`config.mk`:
```
export PLATFORM = sky130hd
export DESIGN_NAME = icb_cmd_buffer
export DESIGN_NICKNAME = d
export VERILOG_FILES = /design/src/verilog/icb_fanout_pkg.sv /design/src/verilog/icb_cmd_buffer.sv
export VERILOG_INCLUDE_DIRS = /design/src /design/src/verilog
export SDC_FILE = /design/constraint.sdc
export NUM_CORES = 1
export LEC_CHECK = 0
export BUFFER_PORTS_ARGS = -buffer_cell sky130_fd_sc_hd__buf_2
export CAP_MARGIN = 20
export CORE_MARGIN = 3
export CORE_UTILIZATION = 25
export DETAILED_ROUTE_END_ITERATION = 12
export PLACE_DENSITY = 0.51
export SYNTH_ARGS = -nofsm -noshare
export SYNTH_HDL_FRONTEND = slang
export SYNTH_SLANG_ARGS = --single-unit
```
`constraint.sdc`:
```
create_clock -name clk -period 6.8 [get_ports clk]
set_clock_uncertainty 0.1 [all_clocks]
set_input_delay 0.68 -clock clk [delete_from_list [all_inputs] [get_ports clk]]
set_output_delay 0.68 -clock clk [all_outputs]
set_load 0.01 [all_outputs]
```
`src/verilog/icb_fanout_defs.svh`:
```
// Widths, port count and outstanding depth of the ICB fan-out.
// Region map of the eight target ports.
`ifndef ICB_FANOUT_DEFS_SVH
`define ICB_FANOUT_DEFS_SVH

`define ICB_AW 32
`define ICB_DW 32

`define ICB_PORTS 8           // Real target ports, default target not counted.
`define ICB_OUTS_DEPTH 2      // Max commands in flight.

// Address bits below this one are ignored by the decode.
`define ICB_REGION_LSB 12

// Port n owns the 4 KB region at (n+1) * 0x1000.
`define ICB_BASE_0 32'h0000_1000
`define ICB_BASE_1 32'h0000_2000
`define ICB_BASE_2 32'h0000_3000
`define ICB_BASE_3 32'h0000_4000
`define ICB_BASE_4 32'h0000_5000
`define ICB_BASE_5 32'h0000_6000
`define ICB_BASE_6 32'h0000_7000
`define ICB_BASE_7 32'h0000_8000

`endif

```
`src/verilog/icb_fanout_pkg.sv`:
```
// ICB command and response payload structs.
// Transfer size enum and one-hot target select type.
`default_nettype none

`include "icb_fanout_defs.svh"

package icb_fanout_pkg;

  typedef enum logic [1:0] {
    ICB_SIZE_BYTE = 2'd0,
    ICB_SIZE_HALF = 2'd1,
    ICB_SIZE_WORD = 2'd2
  } icb_size_e;

  // Command payload, valid and ready travel beside it.
  typedef struct packed {
    logic [`ICB_AW-1:0]   addr;
    logic                 read;     // Set for a read, clear for a write.
    logic [`ICB_DW-1:0]   wdata;
    logic [`ICB_DW/8-1:0] wmask;    // One bit per write byte lane.
    icb_size_e            size;
  } icb_cmd_t;

  typedef struct packed {
    logic               err;
    logic [`ICB_DW-1:0] rdata;
  } icb_rsp_t;

  // Bit ICB_PORTS selects the default target.
  typedef logic [`ICB_PORTS:0] port_sel_t;

endpackage

`default_nettype wire

```
`src/verilog/icb_cmd_buffer.sv`:
```
// Two-entry ICB command FIFO.
// Input ready comes from a registered not-full flag.
`default_nettype none

module icb_cmd_buffer (
  input  wire                      clk,
  input  wire                      i_rst_n,
  input  wire                      i_cmd_valid,
  output logic                     o_cmd_ready,
  input  wire icb_fanout_pkg::icb_cmd_t i_cmd,
  output logic                     o_cmd_valid,
  input  wire                      i_cmd_ready,
  output icb_fanout_pkg::icb_cmd_t o_cmd
);

  icb_fanout_pkg::icb_cmd_t mem [2];

  logic [1:0] cnt;
  logic [1:0] cnt_nxt;
  logic       wr_ptr;
  logic       rd_ptr;
  logic       not_full_q;
  logic       push;
  logic       pop;

  assign push    = i_cmd_valid & not_full_q;
  assign pop     = o_cmd_valid & i_cmd_ready;
  assign cnt_nxt = cnt + {1'b0, push} - {1'b0, pop};

  always_ff @(posedge clk) begin
    if (!i_rst_n) begin
      cnt        <= 2'd0;
      wr_ptr     <= 1'b0;
      rd_ptr     <= 1'b0;
      not_full_q <= 1'b0;                  // Held low through reset.
    end else begin
      cnt        <= cnt_nxt;
      not_full_q <= (cnt_nxt != 2'd2);
      if (push) begin
        wr_ptr <= ~wr_ptr;
      end
      if (pop) begin
        rd_ptr <= ~rd_ptr;
      end
    end
  end

  always_ff @(posedge clk) begin
    if (push) begin
      mem[wr_ptr] <= i_cmd;
    end
  end

  assign o_cmd_ready = not_full_q;         // No path back from the output side.
  assign o_cmd_valid = (cnt != 2'd0);
  assign o_cmd       = mem[rd_ptr];

  a_cnt_max: assert property (@(posedge clk) disable iff (!i_rst_n)
    cnt <= 2'd2)
    else $error("Command buffer holds more than two entries.");

endmodule

`default_nettype wire

```
==> results.ini, run 1 <==
[status]
status=completed

[setup_path]
critPathKind=flop to output pin
worstReg2RegStart=o_cmd_ready
critPathArrivalTime_ps=2020
cp.required_ps=6020
critPathLaunchType=flop
cp_max_fo=71
critPathCaptureType=output pin

[sta]
timing.slew.headroom_pct=29.39
finalSetupViolCount=0
tightest_slew_ps=1059
hold_ws_ps=353.6
fmax_ghz=0.3568
rsz0062_at_grt=no
min_period_over_period_pct=41.22
fin_crit_ps=2803
hold_viol=0
tns_ps=0
drv_slew=0

[cts]
h-tree-depth=4
cts_tree=yes
clk_latency_ps=410
clock-root-buffer=clkbuf_16
cts_buffers=17
cts-resized-gates=0
clkSlewWorstSetupHoldPaths_ps=70
clock-sinks=148
cts_hold_buf=0
clockBufferDepth=2
cts_setup_buffers=0

[grt]
grt_pass1_vias=3184
grt.met3_usage_pct=4.105
top_usage_layer=met2
gr-total-overflow=0
track_usage_pct=9.025
gr-usage-met2_pct=16.41
grt_start_max_net_pins=72
antenna_found_initial=0
grt_pass1_wl_um=16350
grtUsageMet1_pct=9.172

[drt]
drt-initial-drc-count=123
antenna_left=0
wl_um=10420
vias=2839
viasPerCell=4.056
drtPass1Iterations=4
drc=0
wl_per_cell_um=14.88

[pwr]
switching_power_uw=690.5
p_per_area_nw_per_um2=362.6
leakagePower_nw=2.558
max-vdd-ir-drop_v=0.0001465
sw_frac_of_total_pct=27.00
power.internal_mw=1.867
pwr-share-seq_pct=46.2
pwr-share-comb_pct=18.7
pwr-share-clk_pct=35.1

[logic_synthesis]
synth_fp_nets=329
yosys_register_bits=148
yosys_warnings=0
synth_area_um2=5435
synthTopCellsByArea=edfxtp_1 (78%), mux2_2 (15%), dfxtp_1 (2.2%)
syn_inst=253
synth_top_area_share_pct=78.45
synth_seq_area_share_pct=80.66
avgSynthCellArea_um2=21.48
ys_types=23
yosys.area.top_type=edfxtp_1

[cells_and_area]
layout-area-overhead-vs-synth_pct=29.77
antennaDiodeCount=0
final_area_um2=7053
drive_gt1_share_pct=60.71
final_core_util_pct=33.24
instances_no_fill=700
nets=488

[placement]
post_dp_cell_area_um2=6481
dp_cells=668
io_buffers=147
hpwlAfterDp_um=6570
gp_congestion=0.6835

[die]
die_h_um=153.4
core_um2=21220
die_w_um=153.4
start_util_pct=25.61
die_area_um2=23550
num_rows=53
io_pins=148

[hold_path]
min_from=i_cmd[70]
hp-class=input port to flop

[flow_run]
max-cap-violations=0

worst max-delay path, cell delays in order (launching register included):
cell and delay (ps):
dfxtp_4 990, mux2_2 430, buf_2 140
sequential cells by signal, indices dropped and copies added (netlist names), named ones only:
signal	count
cnt	2
mem	142
o_cmd_ready	1
rd_ptr	1
wr_ptr	1
cell usage in the layout, fill, tap and decap left out, types with 3 or more instances in the layout:
cell type	instances
buf_2	147
clkbuf_16	17
clkinvlp_4	3
dfxtp_1	5
edfxtp_1	142
inv_6	5
mux2_2	71
nor2_1	3
xor2_1	3
kinds of logic (layout without fill, tap and decap cells):
group / count (synthesis) / after routing / share of synthesized area [%]
compound gates: 4 / 4 / 0.8055
xor+xnor: 3 / 3 / 0.4835
fa+ha+maj: 1 / 1 / 0.2302
buf+inv: 9 / 181 / 1.128
flops: 148 / 148 / 80.66
mux: 73 / 73 / 15.08
simple gates: 15 / 15 / 1.612
power groups by stage:
stage	sequential [mW]	combinational, mW	clock (mW)
after floorplan	1.14	0.359	0
after global placement	1.20	0.484	0
after detailed placement	1.21	0.488	0
after CTS	1.19	0.492	0.933
after global routing	1.20	0.521	0.976
final	1.18	0.478	0.898
Yosys cell counts:
cell       count
and2_1         1
a2111oi_2      1
or2_2          1
o21ai_0        1
buf_4          7
nand2b_1       2
and4bb_1       1
mux2_2        71
dfxtp_1        6
or2b_1         1
a21boi_2       1
ha_1           1
nor2b_1        1
xor2_1         3
mux2i_1        2
nand2_1        2
and3_1         1
edfxtp_1     142
buf_2          1
a211oi_2       1
nor2_1         4
nor3b_1        1
inv_1          1
stage by stage:
| step | setup slack, ps | power [mW] |
|---|---|---|
| floorplan | 2442 | 1.501 |
| global placement | 4375 | 1.687 |
| detailed placement | 4354 | 1.697 |
| CTS | 3894 | 2.615 |
| global route | 3849 | 2.695 |
| finish | 3997 | 2.557 |
metal layers:
metal | vias up | part of all wire [%]
met3 | 8 | 6.5
met2 | 85 | 54
met4 | 0 | 0.99
li1 | 1317 | -
met5 | - | 0
met1 | 1429 | 38
path summary, 6_finish.rpt:
check	endpoint	slack [ps]	cells after the start
setup / recovery	o_cmd[20]	4000	2
hold / removal	mem[0][70]	350	1
setup reg to reg	mem[0][25]	4840	3
hold reg to reg	flop	420	2
cell type report:
| type | count | area (um^2) |
|---|---|---|
| Clock buffer | 17 | 425.4 |
| Clock inverter | 15 | 146.4 |
| Fill cell | 2068 | 14170 |
| Inverter | 1 | 3.754 |
| Multi-Input combinational cell | 96 | 1002 |
| Sequential cell | 148 | 4388 |
| Tap cell | 275 | 344.1 |
| Timing Repair Buffer | 148 | 743.2 |
(Power assumes the default switching activity.)
==> inputs of run 2 (changes only) <==
Clock period 6.8 ns to 2.7 ns, I/O delays scaled along.
==> run 2 against run 1 <==
  * Final cell count rose by 11%
  * Via count rose by 9.4%
  * Power rose to 2.5 times the previous value
  * Count of clock-buffer cells in the layout rose by 1
  * Register-to-register slack got worse by 4100 ps
  * Combinational power rose to 3.0 times the previous value
  * Sequential share of layout area fell by 6.0 points
  * First-iteration DRC count fell by 9.8%
  * Critical endpoint is now o_cmd[11]
==> results.ini, run 2 (synthesis gave the netlist of run 1 again) <==
[setup_path]
worstPathCellList=buf_12 > mux2_2 > buf_2
critical_path.max_stage_delay_ps=600
critPathArrivalTime_ps=1880
crit_family=flip-flops
reg2reg_depth=6
r2r_slack_ps=790
cp_max_fo=45
cpMaxStageDelayCell=dfxtp_4
r2r_end=o_cmd_ready
critPathCaptureType=output pin
critPathKind=flop to output pin
cp.required_ps=2330
worst-path-buf-inv=2
critPathLaunchType=flop
worstReg2RegStart=cnt[1]

[drt]
vias=3106
drtPass1Iterations=4
wl_um=11250
viasPerCell=4.008
wl_per_cell_um=14.51
antenna_left=0
drc=0
drt-initial-drc-count=111

[sta]
tns_ps=0
hold_viol=0
min_period_over_period_pct=83.34
finalSetupViolCount=0
timing.slew.headroom_pct=71.88
fin_crit_ps=2250
tightest_slew_ps=421.8
drv_slew=0
rsz0062_at_grt=no
fmax_ghz=0.4444
hold_ws_ps=241.1

[cts]
clock-root-buffer=clkbuf_16
cts-resized-gates=0
cts_setup_buffers=0
clock-sinks=148
h-tree-depth=4
clk_latency_ps=400
cts_tree=yes
clkSlewWorstSetupHoldPaths_ps=60
cts_hold_buf=72
cts_buffers=17
clockBufferDepth=2

[cells_and_area]
final_area_um2=7804
regMostFlops=mem
layout-area-overhead-vs-synth_pct=43.58
multiInputGateArea_um2=1002
final_common_cell=buf_2
largest_reg_flops=142
fillers=2012
drive_gt1_share_pct=51.40
nets=563
regArea_um2=4388
final_cell_mix=buf_2 (147), edfxtp_1 (142), dlygate4sd3_1 (72), mux2_2 (71), clkbuf_16 (17)
reg_top3=mem x142, cnt x2
antennaDiodeCount=0

[grt]
top_usage_layer=met2
grt_pass1_wl_um=17730
grt_pass1_vias=3421
track_usage_pct=9.632
gr-total-overflow=0
gr-usage-met2_pct=16.62
grt_start_max_net_pins=72
antenna_found_initial=0
grtUsageMet1_pct=11.39
grt.met3_usage_pct=3.086

[hold_path]
hold_depth=4
hold_end=rd_ptr
hp-class=input port to flop
min_from=i_cmd_ready

[pwr]
leakagePower_nw=2.864
max-vdd-ir-drop_v=0.0003936
p_per_area_nw_per_um2=827.6

[die]
core_um2=21220
start_util_pct=25.61
die_area_um2=23550
num_rows=53
die_h_um=153.4
io_pins=148
die_w_um=153.4

[placement]
io_buffers=147
gp_congestion=0.7089
post_dp_cell_area_um2=6541
hpwlAfterDp_um=7067

[flow_run]
max-cap-violations=0

[status]
status=completed

==> run 2: changes by cell type in the layout (fill, tap and decap cells not counted), moves of 2 or more <==
cell,change
dlygate4sd3_1,+72
buf_12,+3
clkinv_1,+3
inv_6,-3
inv_8,-2
==> run 2: worst register-to-register path: stages (launching register included) <==
cell       delay (ps)
dfxtp_1           340
o21ai_0           350
xor2_1            210
ha_1              280
or2b_1            150
a211oi_2           60
a2111oi_2         320
==> run 2: cell type report <==
cell class / count / area share, %
flip-flops and latches: 148 / 56.23
repair buffers: 223 / 19.53
multi-input cells: 96 / 12.84
clock buffers: 18 / 5.499
well taps: 275 / 4.409
clock inverters: 14 / 1.443
inverters: 1 / 0.04810
==> run 2: how the worst max path moves through the flow <==
stage	slack, ps	from	endpoint	cells after the start
4_1_cts	380	flop	o_cmd[11]	3
3_5_place_dp	810	cnt[1]	o_cmd_ready	6
5_1_grt	330	flop	o_cmd[11]	3
3_3_place_gp	840	cnt[1]	o_cmd_ready	6
2_1_floorplan	10	o_cmd_ready	mem[1][0]	1
6_report	450	flop	o_cmd[11]	3
==> run 2: report_power, final <==
| part | internal, mW | switching (mW) |
|---|---|---|
| logic | 0.731 | 0.692 |
| registers | 2.77 | 0.114 |
| clock network | 1.26 | 0.895 |
| total | 4.76 | 1.70 |
==> run 2: layer usage <==
layer / share of wire (%) / vias to the layer above / routed length (um)
li1: - / 1469 / -
met1: 44 / 1533 / 4906
met2: 50 / 94 / 5647
met3: 4.9 / 10 / 550
met4: 1.3 / 0 / 143
met5: 0 / - / 0
==> run 2: metrics by stage <==
stage	setup slack (ps)	util [%]	power [mW]	std cells
after floorplan	11.38	-	3.772	253
after global placement	843.4	30.83	4.284	671
after detailed placement	807.8	30.83	4.309	671
after CTS	377.0	36.77	6.600	775
after global routing	333.6	36.77	6.783	775
final	449.9	36.77	6.459	775
==> inputs of run 3 (changes only) <==
Settings changed: PLACE_DENSITY 0.51 to 0.53.
Clock period 2.7 ns to 2 ns, I/O delays scaled along.
==> run 3 against run 2 <==
  * Utilization increased by 0.25 points
  * First-iteration DRC count decreased by 38%
  * Clock power increased by 41%
  * Critical path depth unchanged
  * Wire length increased by 3.2%
  * Sequential share of layout area decreased by 0.33 points
  * Critical path type unchanged
  * Highest routed layer unchanged
==> results.ini, run 3 (synthesis gave the netlist of run 1 again) <==
[status]
status=completed

[grt]
grt_start_max_net_pins=72
grt_pass1_vias=3453
grt.met3_usage_pct=3.171
grt_pass1_wl_um=18500
gr-total-overflow=0
gr-usage-met2_pct=16.76
grtUsageMet1_pct=12.27
track_usage_pct=10.04
top_usage_layer=met2
antenna_found_initial=0

[sta]
tightest_slew_ps=450.3
min_period_over_period_pct=92.22
tns_ps=0
fin_crit_ps=1844
drv_slew=0
hold_ws_ps=95.18
hold_viol=0
rsz0062_at_grt=no
finalSetupViolCount=0
fmax_ghz=0.5422
timing.slew.headroom_pct=69.98

[cells_and_area]
nets=564
final_core_util_pct=37.02
fillers=2034
reg_top3=mem x142, cnt x2
multiInputGateArea_um2=1010
regMostFlops=mem
final_common_cell=buf_2
largest_reg_flops=142
layout-area-overhead-vs-synth_pct=44.54
final_area_um2=7856
drive_gt1_share_pct=52.20
antennaDiodeCount=0
regArea_um2=4392
final_cell_mix=buf_2 (147), edfxtp_1 (142), dlygate4sd3_1 (72), mux2_2 (71), clkbuf_16 (17)

[die]
core_um2=21220
num_rows=53
die_area_um2=23550
start_util_pct=25.61
die_h_um=153.4
io_pins=148
die_w_um=153.4

[setup_path]
worstReg2RegStart=cnt[1]
cp.required_ps=1700
critPathArrivalTime_ps=1540
critPathCaptureType=output pin
cp_max_fo=37
r2r_end=o_cmd_ready
reg2reg_depth=6
r2r_slack_ps=170
critPathKind=flop to output pin
critPathLaunchType=flop

[drt]
drtPass1Iterations=4
drt-initial-drc-count=69
viasPerCell=3.991
wl_um=11610
antenna_left=0
drc=0
wl_per_cell_um=14.98
vias=3093

[hold_path]
min_from=i_cmd_valid
hold_depth=4
hold_end=wr_ptr
hp-class=input port to flop

[pwr]
p_per_area_nw_per_um2=1136
power_mw=8.928
max-vdd-ir-drop_v=0.0005145
leakagePower_nw=2.897

[cts]
clock-sinks=148
clockBufferDepth=2
clock-root-buffer=clkbuf_16
clk_latency_ps=400
cts_buffers=17
h-tree-depth=4
clkSlewWorstSetupHoldPaths_ps=60
cts_tree=yes

[placement]
gp_congestion=0.7371
post_dp_cell_area_um2=6573
hpwlAfterDp_um=7251
io_buffers=147

[flow_run]
max-cap-violations=0

-- run 3: critical path, cell delays in order, from the launching register on --
cell and delay (ps):
dfxtp_4 370, buf_12 240, mux2_2 370, buf_2 140
-- run 3: worst max-delay path by stage --
stage | to | slack, ps | depth (start not counted)
2_1_floorplan | mem[0][0] | -20 | 2
3_5_place_dp | o_cmd_ready | 80 | 6
3_3_place_gp | o_cmd_ready | 220 | 6
4_1_cts | o_cmd_ready | 60 | 6
6_report | o_cmd[41] | 160 | 3
5_1_grt | o_cmd_ready | 30 | 6
-- run 3: what timing repair did --
action	in CTS	in global routing
resized for setup	0	1
hold buffers	72	0
endpoints found under the hold margin	145	0
setup endpoints to repair	0	1
buffers inserted	0	0
-- run 3: through the flow --
stage               instances  setup slack [ps]
finish                    775             155.5
global route              775             28.47
CTS                       775             61.81
detailed placement        672             76.72
global placement          672             224.9
floorplan                 253            -16.21
-- run 3: layout make-up --
class | instances | area share (%)
Clock inverter | 14 | 1.752
Multi-Input combinational cell | 96 | 12.85
Clock buffer | 17 | 5.415
Sequential cell | 148 | 55.90
Tap cell | 275 | 4.380
Timing Repair Buffer | 224 | 19.65
Inverter | 1 | 0.04778
-- run 3: power by group --
| group | switching (mW) | leakage, nW | internal (mW) |
|---|---|---|---|
| logic | 1.02 | 1.27 | 1.02 |
| registers | 0.0973 | 1.35 | 3.74 |
| clock network | 1.22 | 0.274 | 1.82 |
-- run 3: per-layer routing --
| metal | vias up | share of wire (%) |
|---|---|---|
| met5 | - | 0 |
| met4 | 0 | 1.1 |
| met3 | 8 | 4.5 |
| met2 | 85 | 50 |
| met1 | 1529 | 44 |
| li1 | 1471 | - |
