## config.mk

```make
export PLATFORM = sky130hd
export DESIGN_NAME = icb_splitter
export DESIGN_NICKNAME = d
export VERILOG_FILES = /design/src/verilog/icb_fanout_pkg.sv /design/src/verilog/icb_splitter.sv
export VERILOG_INCLUDE_DIRS = /design/src /design/src/verilog
export SDC_FILE = /design/constraint.sdc
export NUM_CORES = 1
export LEC_CHECK = 0
export ABC_CLOCK_PERIOD_IN_PS = 2540
export BUFFER_PORTS_ARGS = -buffer_cell sky130_fd_sc_hd__buf_2
export CORE_AREA = 2 2 430 432
export DETAILED_ROUTE_END_ITERATION = 10
export DIE_AREA = 0 0 432 434
export GPL_TIMING_DRIVEN = 0
export PLACE_DENSITY_LB_ADDON = 0.08
export SYNTH_ARGS = -nofsm -noshare
export SYNTH_HDL_FRONTEND = slang
export SYNTH_SLANG_ARGS = --single-unit
```

## constraint.sdc

```tcl
create_clock -name clk -period 2.54 [get_ports clk]
set_input_delay 0.127 -clock clk [delete_from_list [all_inputs] [get_ports clk]]
set_output_delay 0.127 -clock clk [all_outputs]
set_load 0.03 [all_outputs]
```

## src/verilog/icb_fanout_defs.svh

```systemverilog
// Widths, port count and outstanding depth of the ICB fan-out.
// Region map of the eight target ports.
`ifndef ICB_FANOUT_DEFS_SVH
`define ICB_FANOUT_DEFS_SVH

`define ICB_AW 32
`define ICB_DW 32

`define ICB_PORTS 8           // Real target ports, default target not counted.
`define ICB_OUTS_DEPTH 2      // Max commands in flight.

// Address bits below this one are ignored by the decode.
`define ICB_REGION_LSB 12

// Port n owns the 4 KB region at (n+1) * 0x1000.
`define ICB_BASE_0 32'h0000_1000
`define ICB_BASE_1 32'h0000_2000
`define ICB_BASE_2 32'h0000_3000
`define ICB_BASE_3 32'h0000_4000
`define ICB_BASE_4 32'h0000_5000
`define ICB_BASE_5 32'h0000_6000
`define ICB_BASE_6 32'h0000_7000
`define ICB_BASE_7 32'h0000_8000

`endif

```

## src/verilog/icb_fanout_pkg.sv

```systemverilog
// ICB command and response payload structs.
// Transfer size enum and one-hot target select type.
`default_nettype none

`include "icb_fanout_defs.svh"

package icb_fanout_pkg;

  typedef enum logic [1:0] {
    ICB_SIZE_BYTE = 2'd0,
    ICB_SIZE_HALF = 2'd1,
    ICB_SIZE_WORD = 2'd2
  } icb_size_e;

  // Command payload, valid and ready travel beside it.
  typedef struct packed {
    logic [`ICB_AW-1:0]   addr;
    logic                 read;     // Set for a read, clear for a write.
    logic [`ICB_DW-1:0]   wdata;
    logic [`ICB_DW/8-1:0] wmask;    // One bit per write byte lane.
    icb_size_e            size;
  } icb_cmd_t;

  typedef struct packed {
    logic               err;
    logic [`ICB_DW-1:0] rdata;
  } icb_rsp_t;

  // Bit ICB_PORTS selects the default target.
  typedef logic [`ICB_PORTS:0] port_sel_t;

endpackage

`default_nettype wire

```

## src/verilog/icb_splitter.sv

```systemverilog
// ICB command splitter with in-order response return.
// Counts outstanding commands and remembers their target.
// New commands go only to the pending target, up to the depth limit.
`default_nettype none

`include "icb_fanout_defs.svh"

module icb_splitter (
  input  wire                         clk,
  input  wire                         i_rst_n,

  input  wire                         i_cmd_valid,
  output logic                        o_cmd_ready,
  input  wire icb_fanout_pkg::icb_cmd_t  i_cmd,
  input  wire icb_fanout_pkg::port_sel_t i_sel,

  output logic                        o_rsp_valid,
  input  wire                         i_rsp_ready,
  output icb_fanout_pkg::icb_rsp_t    o_rsp,

  output icb_fanout_pkg::port_sel_t   o_tgt_cmd_valid,
  input  wire icb_fanout_pkg::port_sel_t i_tgt_cmd_ready,
  output icb_fanout_pkg::icb_cmd_t [`ICB_PORTS:0] o_tgt_cmd,

  input  wire icb_fanout_pkg::port_sel_t i_tgt_rsp_valid,
  output icb_fanout_pkg::port_sel_t   o_tgt_rsp_ready,
  input  wire icb_fanout_pkg::icb_rsp_t [`ICB_PORTS:0] i_tgt_rsp
);

  localparam int N     = `ICB_PORTS + 1;
  localparam int CNT_W = $clog2(`ICB_OUTS_DEPTH + 1);
  localparam logic [CNT_W-1:0] OUTS_MAX = CNT_W'(`ICB_OUTS_DEPTH);

  logic [CNT_W-1:0]          outs_cnt;
  logic [CNT_W-1:0]          cnt_nxt;
  icb_fanout_pkg::port_sel_t pend_sel;
  icb_fanout_pkg::port_sel_t rsp_sel;
  logic                      none_pend;
  logic                      can_issue;
  logic                      cmd_fire;
  logic                      rsp_fire;

  assign none_pend = (outs_cnt == '0);

  // Same target only, so responses cannot overtake each other.
  assign can_issue = (outs_cnt < OUTS_MAX) & (none_pend | (i_sel == pend_sel));

  assign o_tgt_cmd_valid = i_sel & {N{i_cmd_valid & can_issue}};
  assign o_cmd_ready     = can_issue & (|(i_sel & i_tgt_cmd_ready));
  assign cmd_fire        = i_cmd_valid & o_cmd_ready;

  always_comb begin
    for (int i = 0; i < N; i++) begin
      o_tgt_cmd[i] = o_tgt_cmd_valid[i] ? i_cmd : '0;   // Idle ports see zeros.
    end
  end

  // With nothing pending only a same-cycle answer to the new command is possible.
  assign rsp_sel = none_pend ? i_sel : pend_sel;

  assign o_tgt_rsp_ready = rsp_sel & {N{i_rsp_ready}};
  assign o_rsp_valid     = |(i_tgt_rsp_valid & rsp_sel);
  assign rsp_fire        = o_rsp_valid & i_rsp_ready;

  always_comb begin
    o_rsp = '0;
    for (int i = 0; i < N; i++) begin
      if (rsp_sel[i]) begin
        o_rsp = o_rsp | i_tgt_rsp[i];
      end
    end
  end

  assign cnt_nxt = outs_cnt + CNT_W'(cmd_fire) - CNT_W'(rsp_fire);

  always_ff @(posedge clk) begin
    if (!i_rst_n) begin
      outs_cnt <= '0;
      pend_sel <= '0;
    end else begin
      outs_cnt <= cnt_nxt;
      if (cmd_fire) begin
        pend_sel <= i_sel;
      end
    end
  end

  a_rsp_has_cmd: assert property (@(posedge clk) disable iff (!i_rst_n)
    rsp_fire |-> (!none_pend || cmd_fire))
    else $error("Response with no command outstanding.");

  a_outs_max: assert property (@(posedge clk) disable iff (!i_rst_n)
    outs_cnt <= OUTS_MAX)
    else $error("Outstanding count above the limit.");

endmodule

`default_nettype wire

```

==> results of run 1 <==
cells by family after synthesis:
logic type,synth area share (%)
flip-flops,3.16
AND/OR/NAND/NOR,65.4
adder cells (fa/ha/maj),0.359
multiplexers,1.45
XOR/XNOR,1.38
AO/OA/AOI/OAI,21.5
buffers and inverters,6.81
per-layer routing:
layer | wire (um) | global-route usage (%) | vias up
met5 | 12 | 0 | -
met4 | 2610 | 1.58 | 2
met3 | 4860 | 1.40 | 79
met2 | 66400 | 22.3 | 623
met1 | 36100 | 9.56 | 6538
li1 | - | - | 6118
final timing paths:
kind | start | endpoint | slack, ps
max | outs_cnt[0]$_SDFF_PN0_ | outs_cnt[1]$_SDFF_PN0_ | -320
max reg2reg | outs_cnt[0]$_SDFF_PN0_ | outs_cnt[1]$_SDFF_PN0_ | -320
min | i_sel[5] | pend_sel[5]$_SDFFE_PN0P_ | 280
min reg2reg | pend_sel[5]$_SDFFE_PN0P_ | pend_sel[5]$_SDFFE_PN0P_ | 670
cell type report:
type	count	area, um^2
repair buffers	1272	12500
flip-flops and latches	11	241
clock buffers	4	78.8
inverters	2	7.51
plain buffers	90	1470
well taps	2385	2980
multi-input cells	923	8050
diodes	4	10.0
fillers	20900	157000
power groups by stage:
stage / clock network [mW] / registers (mW) / logic (mW)
3_3_place_gp: 0 / 0.272 / 12.4
5_1_grt: 0.328 / 0.291 / 20.2
6_report: 0.303 / 0.282 / 19.3
3_5_place_dp: 0 / 0.271 / 12.2
4_1_cts: 0.316 / 0.279 / 15.3
2_1_floorplan: 0 / 0.254 / 6.71
through the flow:
stage | cell area (um^2) | hold slack, ps | cells | TNS, ps
CTS | 19200 | 286 | 4598 | -134700
global placement | 15500 | 551 | 4511 | -515850
finish | 25300 | 275 | 4691 | -93650
global route | 25300 | 293 | 4688 | -150070
floorplan | 7020 | 310 | 1037 | 0
detailed placement | 15500 | 554 | 4512 | -511650
critical path: stages, from the launching register on:
cell       delay (ps)
dfxtp_4           350
nor2_4            150
clkbuf_16         170
buf_6              90
mux2_4            390
a22o_1            240
a221oi_4          250
a31oi_4           200
ha_4              310
inv_2              40
ha_4              150
xnor2_2           130
xnor2_1           120
and2_1            140
layout by cell type, fill, tap and decap left out, drive strengths merged, types with 2 or more instances in the layout:
| cell type | synthesis | routed |
|---|---|---|
| buf | 22 | 1279 |
| ha | 2 | 2 |
| dfxtp | 11 | 11 |
| nand3 | 54 | 54 |
| clkbuf | 79 | 87 |
| nand4b | 9 | 9 |
| a22oi | 36 | 36 |
| xnor2 | 11 | 11 |
| diode | 0 | 4 |
| nand2 | 11 | 11 |
| a21boi | 9 | 9 |
| mux2 | 9 | 9 |
| a221oi | 35 | 35 |
| o2111ai | 9 | 9 |
| a22o | 34 | 34 |
| a222oi | 35 | 35 |
| inv | 2 | 2 |
| and2 | 660 | 660 |
sequential cells by signal, summed over array words and instances (netlist names):
register  count
pend_sel      9
outs_cnt      2
repair_timing:
| item | 4_1_cts | 5_1_grt |
|---|---|---|
| resized for setup | 739 | 2078 |
| hold buffers | 0 | 0 |
| gates cloned | 11 | 45 |
| endpoints found under the setup margin | 694 | 684 |
| pin swaps | 33 | 49 |
| setup buffers | 75 | 59 |
==> qor.yml, run 1 <==
die_area_mm2: 0.187
avgViaCountPerCell: 2.85
setup_viol: 647
ant_nets: 0
combPwrFrac_pct: 97.1
core-area_mm2: 0.182
grt_pass1_vias: 12600
setup_slack_ps: -315
clock_skew_ps: 1.29
final_core_util_pct: 13.9
clock-sinks: 11
yosysSeqAreaShare_pct: 3.16
syn_nets: 1438
clockPowerShare_pct: 1.5
die_x_um: 432
critPathRequiredTime_ps: 2680
slew_viol_final: 0
die_y_um: 434
netSwitchingFraction_pct: 52.9
portBuffers: 1089
drt-initial-drc-count: 443
rsz0062_at_grt: "true"
cp.arrival_ps: 2990
grt_start_max_net_pins: 11
postSynthCellCount: 1037
cts.path.max_buffers: 2
dpl.hpwl_um: 83600
ff2ff_path_depth: 13
vdd_drop_max_v: 0.000298
drc: 0
grt.overflow.total: 0
hp-class: "in -> reg"
synth_area_leader_cell: "and2_1"
start_util_pct: 3.82
cts_buffers: 3
period_needed_ps: 2860
wl_per_cell_um: 23.4
synth_edf_count: 0
area_delta_synth_final_pct: 264
wl_um: 110000
yosysUniqueCellTypes: 29
yosysWarnings: 0
grt_pass1_wl_um: 126000
status: "finished with violations"
synthesis.area_mm2: 0.00697
avgSynthCellArea_um2: 6.72
synth_seq_cells: 11
via_count: 13400
ios: 1091
worstMarginPinSlew_ps: 977
crit_type: "reg -> reg"
dp_slack_ps: -2600
num-nets-final: 2704
start_kind: "flip-flop"
async_flop_share_pct: 0
violations: "setup timing"
p_per_area_mw_per_mm2: 783
yosysMostFrequentCell: "and2_1"
cts_tree: "built"
clk_pin_slew_worst_paths_ps: 50
p_total_mw: 19.8
max_cap_viol_count: 0
synthFlopType: "dfxtp_1"
cts_root_buf: "clkbuf_16"
drt_pass1_iterations: 9
htree_levels: 1
track_usage_pct: 10.1
switchingPower_mw: 10.5
fmax_ghz: 0.350
worstSetupEndpointType: "flip-flop"
drive_gt1_share_pct: 85.4
synthTopCellsByArea: "and2_1, a222oi_1, a221oi_1, a22o_1, a22oi_1"
internal-power_mw: 9.35
fp-row-count: 157
synth_common_cells: "and2_1, clkbuf_2, nand3_1, a22oi_1"
gp_congestion: 0.745
hold_violations: 0
slew_headroom_pct: 34.3
worst-path-max-fanout: 4
power_frac_seq_pct: 1.4
grt_antenna_before_repair: 16
hold_depth: 3
clk_latency_ps: 240
synth_top_cell_area_share_pct: 59.3
p_leak_nw: 11.5
min_period_over_period_pct: 112
Note: power is estimated with default switching activity, not from simulation.
==> run 2, diff against run 1 <==
--- a/config.mk
+++ b/config.mk
@@ -12,6 +12,7 @@
 export DETAILED_ROUTE_END_ITERATION = 10
 export DIE_AREA = 0 0 432 434
 export GPL_TIMING_DRIVEN = 0
+export MAX_ROUTING_LAYER = met4
 export PLACE_DENSITY_LB_ADDON = 0.08
 export SYNTH_ARGS = -nofsm -noshare
 export SYNTH_HDL_FRONTEND = slang
==> qor.yml, run 2 (synthesis results as in run 1) <==
start_util_pct: 3.82  # unchanged
slew_headroom_pct: 36.1  # was 34.3%
grt_antenna_before_repair: 22  # was 16
drt_pass1_iterations: 8  # was 9
cts_tree: "built"  # unchanged
final_core_util_pct: 11.9  # was 13.9%
drt-initial-drc-count: 502  # was 443
setup_viol: 663  # was 647
cts_buffers: 3  # unchanged
hp-class: "in -> reg"  # unchanged
r2r-start: "outs_cnt[0]$_SDFF_PN0_"  # unchanged
gp_congestion: 0.754  # was 0.745
holdPathEnd: "pend_sel[5]$_SDFFE_PN0P_"  # unchanged
ant_nets: 0  # unchanged
worstSetupEndpointType: "flip-flop"  # unchanged
grt_pass1_wl_um: 126000  # about the same
num-nets-final: 2656  # was 2704
layout_commonest_cell: "buf_2"  # was buf_6
rsz0062_at_grt: "true"  # unchanged
die_y_um: 434  # unchanged
largest_register_ffs: 9  # unchanged
fin_cells: 4656  # was 4691
worstMarginPinSlew_ps: 950  # was 977 ps
area_delta_synth_final_pct: 211  # was 264%
start_kind: "flip-flop"  # unchanged
drive_gt1_share_pct: 69.8  # was 85.4%
grt.overflow.total: 0  # unchanged
wl_um: 104000  # was 110000 um
cts_root_buf: "clkbuf_16"  # unchanged
clk_pin_slew_worst_paths_ps: 50  # about the same
period_needed_ps: 2860  # about the same
htree_levels: 1  # unchanged
min_period_over_period_pct: 113  # was 112%
track_usage_pct: 10.4  # was 10.1%
p_total_mw: 17.0  # was 19.8 mW
r2r_slack_ps: -320  # about the same
whs_ps: 279  # was 275 ps
drc: 0  # unchanged
max_cap_viol_count: 0  # unchanged
clk_latency_ps: 250  # was 240 ps
slew_viol_final: 0  # unchanged
avgViaCountPerCell: 2.77  # was 2.85
grt_pass1_vias: 12700  # was 12600
clock_skew_ps: 1.93  # was 1.29 ps
r2r-end: "outs_cnt[1]$_SDFF_PN0_"  # unchanged
wl_per_cell_um: 22.3  # was 23.4 um
setup_slack_ps: -321  # was -315 ps
die_x_um: 432  # unchanged
hold_violations: 0  # unchanged
worst-path-max-fanout: 4  # unchanged
largest_register: "pend_sel"  # unchanged
hold_start: "i_sel[5]"  # unchanged
placed_cells: 4512  # unchanged
final.setup.tns_ps: -87170  # was -93650 ps
reg_top3: "pend_sel (9), outs_cnt (2)"  # unchanged
die_area_mm2: 0.187  # unchanged
dpl.hpwl_um: 83600  # unchanged
ff2ff_path_depth: 13  # unchanged
crit_type: "reg -> reg"  # unchanged
grt_start_max_net_pins: 11  # unchanged
fp-row-count: 157  # unchanged
ios: 1091  # unchanged
fmax_ghz: 0.350  # about the same
status: "finished with violations"  # unchanged
p_leak_nw: 10.2  # was 11.5 nW
p_per_area_mw_per_mm2: 787  # was 783 mW/mm^2
vdd_drop_max_v: 0.000254  # was 0.000298 V
core-area_mm2: 0.182  # unchanged
portBuffers: 1089  # unchanged
hold_depth: 3  # unchanged
via_count: 12900  # was 13400
cts.path.max_buffers: 2  # unchanged
clock-sinks: 11  # unchanged
layout_common_cells: "buf_2, and2_1, buf_6"  # was buf_6, and2_4, buf_2
critPathRequiredTime_ps: 2680  # about the same
violations: "setup timing"  # unchanged
cp.arrival_ps: 3000  # was 2990 ps
[run 2: cell count changes in the layout (fill, tap and decap cells not counted), moves of 6 or more]
cell,change
buf_4,+92
and2_1,+318
buf_2,+209
and2_4,-318
buf_12,-21
clkbuf_16,-14
a221oi_2,-14
a221oi_1,+14
clkbuf_4,+10
clkbuf_8,+6
buf_8,-52
buf_6,-283
diode_2,+13
[run 2: area by class of cell]
cell class                 count  area [um^2]
timing repair buffer        1217         9610
tap                         2385         2980
buffer                        97         1560
sequential                    11          241
multi-input combinational    923         7130
fill                       21200       161000
inverter                       2         7.51
clock buffer                   4         78.8
antenna                       17         42.5
[run 2: through the flow]
| stage | area (um^2) | setup slack [ps] |
|---|---|---|
| after floorplan | 7020 | 8.29 |
| after global placement | 15500 | -2530 |
| after detailed placement | 15500 | -2600 |
| after CTS | 19200 | -466 |
| after global routing | 21600 | -466 |
| final | 21700 | -321 |
[run 2: where the power goes]
group / internal (mW) / switching [mW] / leakage (nW) / total, mW
Combinational: 6.86 / 9.59 / 10.0 / 16.5
Sequential: 0.234 / 0.0478 / 0.0956 / 0.282
Clock: 0.212 / 0.0910 / 0.0383 / 0.303
[run 2: how the worst max path moves through the flow]
stage / end / slack (ps) / cells after the start / from
4_1_cts: outs_cnt[1]$_SDFF_PN0_ / -470 / 13 / outs_cnt[1]$_SDFF_PN0_
6_report: outs_cnt[1]$_SDFF_PN0_ / -320 / 13 / outs_cnt[0]$_SDFF_PN0_
5_1_grt: outs_cnt[1]$_SDFF_PN0_ / -470 / 13 / outs_cnt[0]$_SDFF_PN0_
3_3_place_gp: outs_cnt[1]$_SDFF_PN0_ / -2530 / 12 / outs_cnt[1]$_SDFF_PN0_
2_1_floorplan: outs_cnt[1]$_SDFF_PN0_ / 8 / 12 / outs_cnt[0]$_SDFF_PN0_
3_5_place_dp: outs_cnt[1]$_SDFF_PN0_ / -2600 / 12 / outs_cnt[1]$_SDFF_PN0_
[run 2: metal layers]
layer | track usage (%) | part of all wire (%)
met1 | 9.69 | 33
met5 | - | 0
met3 | 1.19 | 4.3
met4 | 1.58 | 1.9
met2 | 22.3 | 60
[run 2: repair_timing]
item / 4_1_cts / 5_1_grt
gates resized for setup: 739 / 858
endpoints found under the setup margin: 694 / 684
hold buffers: 0 / 0
buffers inserted: 75 / 28
pin swaps: 33 / 19
gates cloned: 11 / 14
[run 2: critical path: stages (launching register included)]
cell and delay, ps:
dfxtp_4 350, nor2_4 160, clkbuf_16 170, buf_6 90
mux2_4 390, a22o_1 240, a221oi_4 260, a31oi_4 200
ha_4 310, inv_2 40, ha_4 150, xnor2_2 130
xnor2_1 120, and2_1 140
==> run 3, diff against run 2 <==
--- a/config.mk
+++ b/config.mk
@@ -6,11 +6,12 @@
 export SDC_FILE = /design/constraint.sdc
 export NUM_CORES = 1
 export LEC_CHECK = 0
+export ABC_AREA = 1
 export ABC_CLOCK_PERIOD_IN_PS = 2540
 export BUFFER_PORTS_ARGS = -buffer_cell sky130_fd_sc_hd__buf_2
-export CORE_AREA = 2 2 430 432
+export CORE_AREA = 2 2 423 425
 export DETAILED_ROUTE_END_ITERATION = 10
-export DIE_AREA = 0 0 432 434
+export DIE_AREA = 0 0 425 427
 export GPL_TIMING_DRIVEN = 0
 export MAX_ROUTING_LAYER = met4
 export PLACE_DENSITY_LB_ADDON = 0.08
==> qor.yml, run 3 <==
synth_edf_count: 0  # unchanged
core-area_mm2: 0.177  # was 0.182 mm^2
holdPathEnd: "outs_cnt[0]$_SDFF_PN0_"  # was pend_sel[5]$_SDFFE_PN0P_
yosysUniqueCellTypes: 25  # was 29
avgViaCountPerCell: 2.74  # was 2.77
slew_viol_final: 0  # unchanged
start_kind: "flip-flop"  # unchanged
drc: 0  # unchanged
largest_register: "pend_sel"  # unchanged
wl_per_cell_um: 23.2  # was 22.3 um
wl_um: 114000  # was 104000 um
synth_area_leader_cell: "nor2_1"  # was and2_1
p_leak_nw: 10.0  # was 10.2 nW
p_total_mw: 17.9  # was 17.0 mW
dpl.hpwl_um: 94900  # was 83600 um
crit_type: "reg -> reg"  # unchanged
cts.path.max_buffers: 2  # unchanged
synth-xor-area-share_pct: 0.135  # was 1.38%
grt_pass1_vias: 12700  # about the same
ant_nets: 0  # unchanged
cts_buffers: 3  # unchanged
ios: 1091  # unchanged
area_delta_synth_final_pct: 198  # was 211%
final.setup.tns_ps: -26.8  # was -87170 ps
clk_latency_ps: 240  # was 250 ps
slowest_delay_ps: 370  # was 390 ps
synth_seq_cells: 11  # unchanged
fin_area_mm2: 0.0193  # was 0.0217 mm^2
postSynthCellCount: 1360  # was 1037
r2r-start: "outs_cnt[1]$_SDFF_PN0_"  # was outs_cnt[0]$_SDFF_PN0_
worst-path-max-fanout: 7  # was 4
cts_root_buf: "clkbuf_16"  # unchanged
worstSetupEndpointType: "flip-flop"  # unchanged
period_needed_ps: 2570  # was 2860 ps
yosysMostFrequentCell: "nor2_1"  # was and2_1
cts_tree: "built"  # unchanged
r2r_slack_ps: -30  # was -320 ps
critPathRequiredTime_ps: 2710  # was 2680 ps
setup_viol: 3  # was 663
portBuffers: 1090  # was 1089
rsz0062_at_grt: "true"  # unchanged
critPathSlowestCell: "dfxtp_4"  # was mux2_4
yosysSeqAreaShare_pct: 3.39  # was 3.16%
largest_register_ffs: 9  # unchanged
synthAdderAreaFrac_pct: 0.385  # was 0.359%
yosysWarnings: 0  # unchanged
hold_start: "i_rst_n"  # was i_sel[5]
synth_top_cell_area_share_pct: 38.3  # was 59.3%
r2r-end: "outs_cnt[1]$_SDFF_PN0_"  # unchanged
fp-row-count: 155  # was 157
die_area_mm2: 0.181  # was 0.187 mm^2
htree_levels: 1  # unchanged
grt_pass1_wl_um: 134000  # was 126000 um
cp_num_buf_inv: 4  # was 3
grt_start_max_net_pins: 12  # was 11
grt_antenna_before_repair: 47  # was 22
start_util_pct: 3.66  # was 3.82%
synth-simple-area-share_pct: 48.2  # was 65.4%
status: "finished with violations"  # unchanged
track_usage_pct: 11.4  # was 10.4%
layout_commonest_cell: "buf_2"  # unchanged
synthesis.area_mm2: 0.00649  # was 0.00697 mm^2
postCtsHoldBufs: 0  # unchanged
gp_congestion: 0.790  # was 0.754
async_flop_share_pct: 0  # unchanged
path_cells: "nor2_4 > buf_12 > buf_4 > o21ai_4 > buf_12 > nand2_1 > nand3_2 > nor3_4 > a21oi_4 > ha_4 > inv_4 > ha_4 > xor2_2 > o21ai_1 > a21oi_1"  # was nor2_4 > clkbuf_16 > buf_6 > mux2_4 > a22o_1 > a221oi_4 > a31oi_4 > ha_4 > inv_2 > ha_4 > xnor2_2 > xnor2_1 > and2_1
synth_top_family_by_area: "simple AND/OR/NAND/NOR gates"  # unchanged
clock_skew_ps: 1.23  # was 1.93 ps
path_delay_family: "compound AO/OA/AOI/OAI gates"  # unchanged
slew_headroom_pct: 44.4  # was 36.1%
num-nets-final: 2938  # was 2656
whs_ps: 128  # was 279 ps
synthTopCellsByArea: "nor2_1, buf_6, inv_1, a21oi_1, o22ai_1"  # was and2_1, a222oi_1, a221oi_1, a22o_1, a22oi_1
setup_slack_ps: -25.3  # was -321 ps
fmax_ghz: 0.390  # was 0.350 GHz
synth_common_cells: "nor2_1, inv_1, a21oi_1, clkinv_1, nand2_1"  # was and2_1, clkbuf_2, nand3_1, a22oi_1
placed_area_mm2: 0.0149  # was 0.0155 mm^2
worstMarginPinSlew_ps: 830  # was 950 ps
via_count: 13500  # was 12900
synth-compound-area-share_pct: 20.3  # was 21.5%
violations: "setup timing"  # unchanged
syn_nets: 1761  # was 1438
layout_common_cells: "buf_2, nor2_1, buf_4"  # was buf_2, and2_1, buf_6
die_y_um: 427  # was 434 um
hold_depth: 3  # unchanged
synthMuxAreaShare_pct: 0  # was 1.45%
reg_top3: "pend_sel (9), outs_cnt (2)"  # unchanged
hp-class: "in -> reg"  # unchanged
die_x_um: 425  # was 432 um
synthFlopType: "dfxtp_1"  # unchanged
vdd_drop_max_v: 0.000504  # was 0.000254 V
cp.arrival_ps: 2730  # was 3000 ps
clk_pin_slew_worst_paths_ps: 50  # about the same
max_cap_viol_count: 0  # unchanged
hold_violations: 0  # unchanged
avgSynthCellArea_um2: 4.77  # was 6.72 um^2
drt-initial-drc-count: 449  # was 502
grt.overflow.total: 0  # unchanged
drive_gt1_share_pct: 60.6  # was 69.8%
placed_cells: 4807  # was 4512
ff2ff_path_depth: 15  # was 13
clock-sinks: 11  # unchanged
drt_pass1_iterations: 4  # was 8
fin_cells: 4924  # was 4656
p_per_area_mw_per_mm2: 926  # was 787 mW/mm^2
min_period_over_period_pct: 101  # was 113%
[run 3: repair_timing]
item	in CTS	in global routing
pin swaps	18	41
gates resized for setup	206	957
endpoints found under the setup margin	577	661
cloned	0	22
buffers inserted	35	29
[run 3: worst max path at each step]
stage / from / slack (ps) / to / cells past startpoint
6_report: outs_cnt[1]$_SDFF_PN0_ / -30 / outs_cnt[1]$_SDFF_PN0_ / 15
5_1_grt: outs_cnt[1]$_SDFF_PN0_ / -160 / outs_cnt[1]$_SDFF_PN0_ / 14
4_1_cts: outs_cnt[1]$_SDFF_PN0_ / -250 / outs_cnt[1]$_SDFF_PN0_ / 15
3_5_place_dp: outs_cnt[1]$_SDFF_PN0_ / -1900 / outs_cnt[1]$_SDFF_PN0_ / 12
3_3_place_gp: outs_cnt[1]$_SDFF_PN0_ / -2260 / outs_cnt[1]$_SDFF_PN0_ / 12
2_1_floorplan: outs_cnt[1]$_SDFF_PN0_ / 210 / outs_cnt[1]$_SDFF_PN0_ / 15
[run 3: cell type report]
cell class                      count  area, um^2
Timing Repair inverter              5        76.3
Timing Repair Buffer             1171        7880
Buffer                             90        1220
Multi-Input combinational cell   1011        5800
Tap cell                         2355        2950
Fill cell                       21200      158000
Antenna cell                       33        82.6
Sequential cell                    11         249
Clock buffer                        4        78.8
Inverter                          244        1010
[run 3: report_power, final]
| group | leakage [nW] | internal, mW | switching (mW) |
|---|---|---|---|
| Clock | 0.0384 | 0.212 | 0.0934 |
| Sequential | 0.0965 | 0.247 | 0.0565 |
| Combinational | 9.89 | 6.14 | 11.2 |
| Total | 10.0 | 6.60 | 11.3 |
[run 3: layer usage]
metal  track usage (%)  vias to the layer above  wire length (um)
met5                 -                        -                 0
met4             0.709                        0               752
met3              2.41                       48              6690
met2              24.4                      598             69200
met1              10.5                     6284             37500
li1                  -                     6585                 -
[run 3: worst register-to-register path, stage by stage (launching register included)]
cell and delay [ps]:
dfxtp_4 370, nor2_4 50, buf_12 130, buf_4 150
o21ai_4 320, buf_12 190, nand2_1 80, nand3_2 100
nor3_4 60, a21oi_4 270, ha_4 270, inv_4 50
ha_4 130, xor2_2 160, o21ai_1 70, a21oi_1 110
[run 3: kinds of logic (layout without fill, tap and decap cells)]
kind of cell,after synthesis,after routing
AOI/OAI and AO/OA,216,216
buffers and inverters,338,1514
and+or+nand+nor,792,792
xor gates and xnor gates,1,1
other,0,33
adders and majority gates,2,2
DFF,11,11
[run 3: per-stage QoR]
step	utilization, %	worst slack, ps
2_1_floorplan	-	210
3_3_place_gp	8.40	-2260
3_5_place_dp	8.42	-1900
4_1_cts	9.08	-253
5_1_grt	10.9	-157
6_report	10.9	-25.3
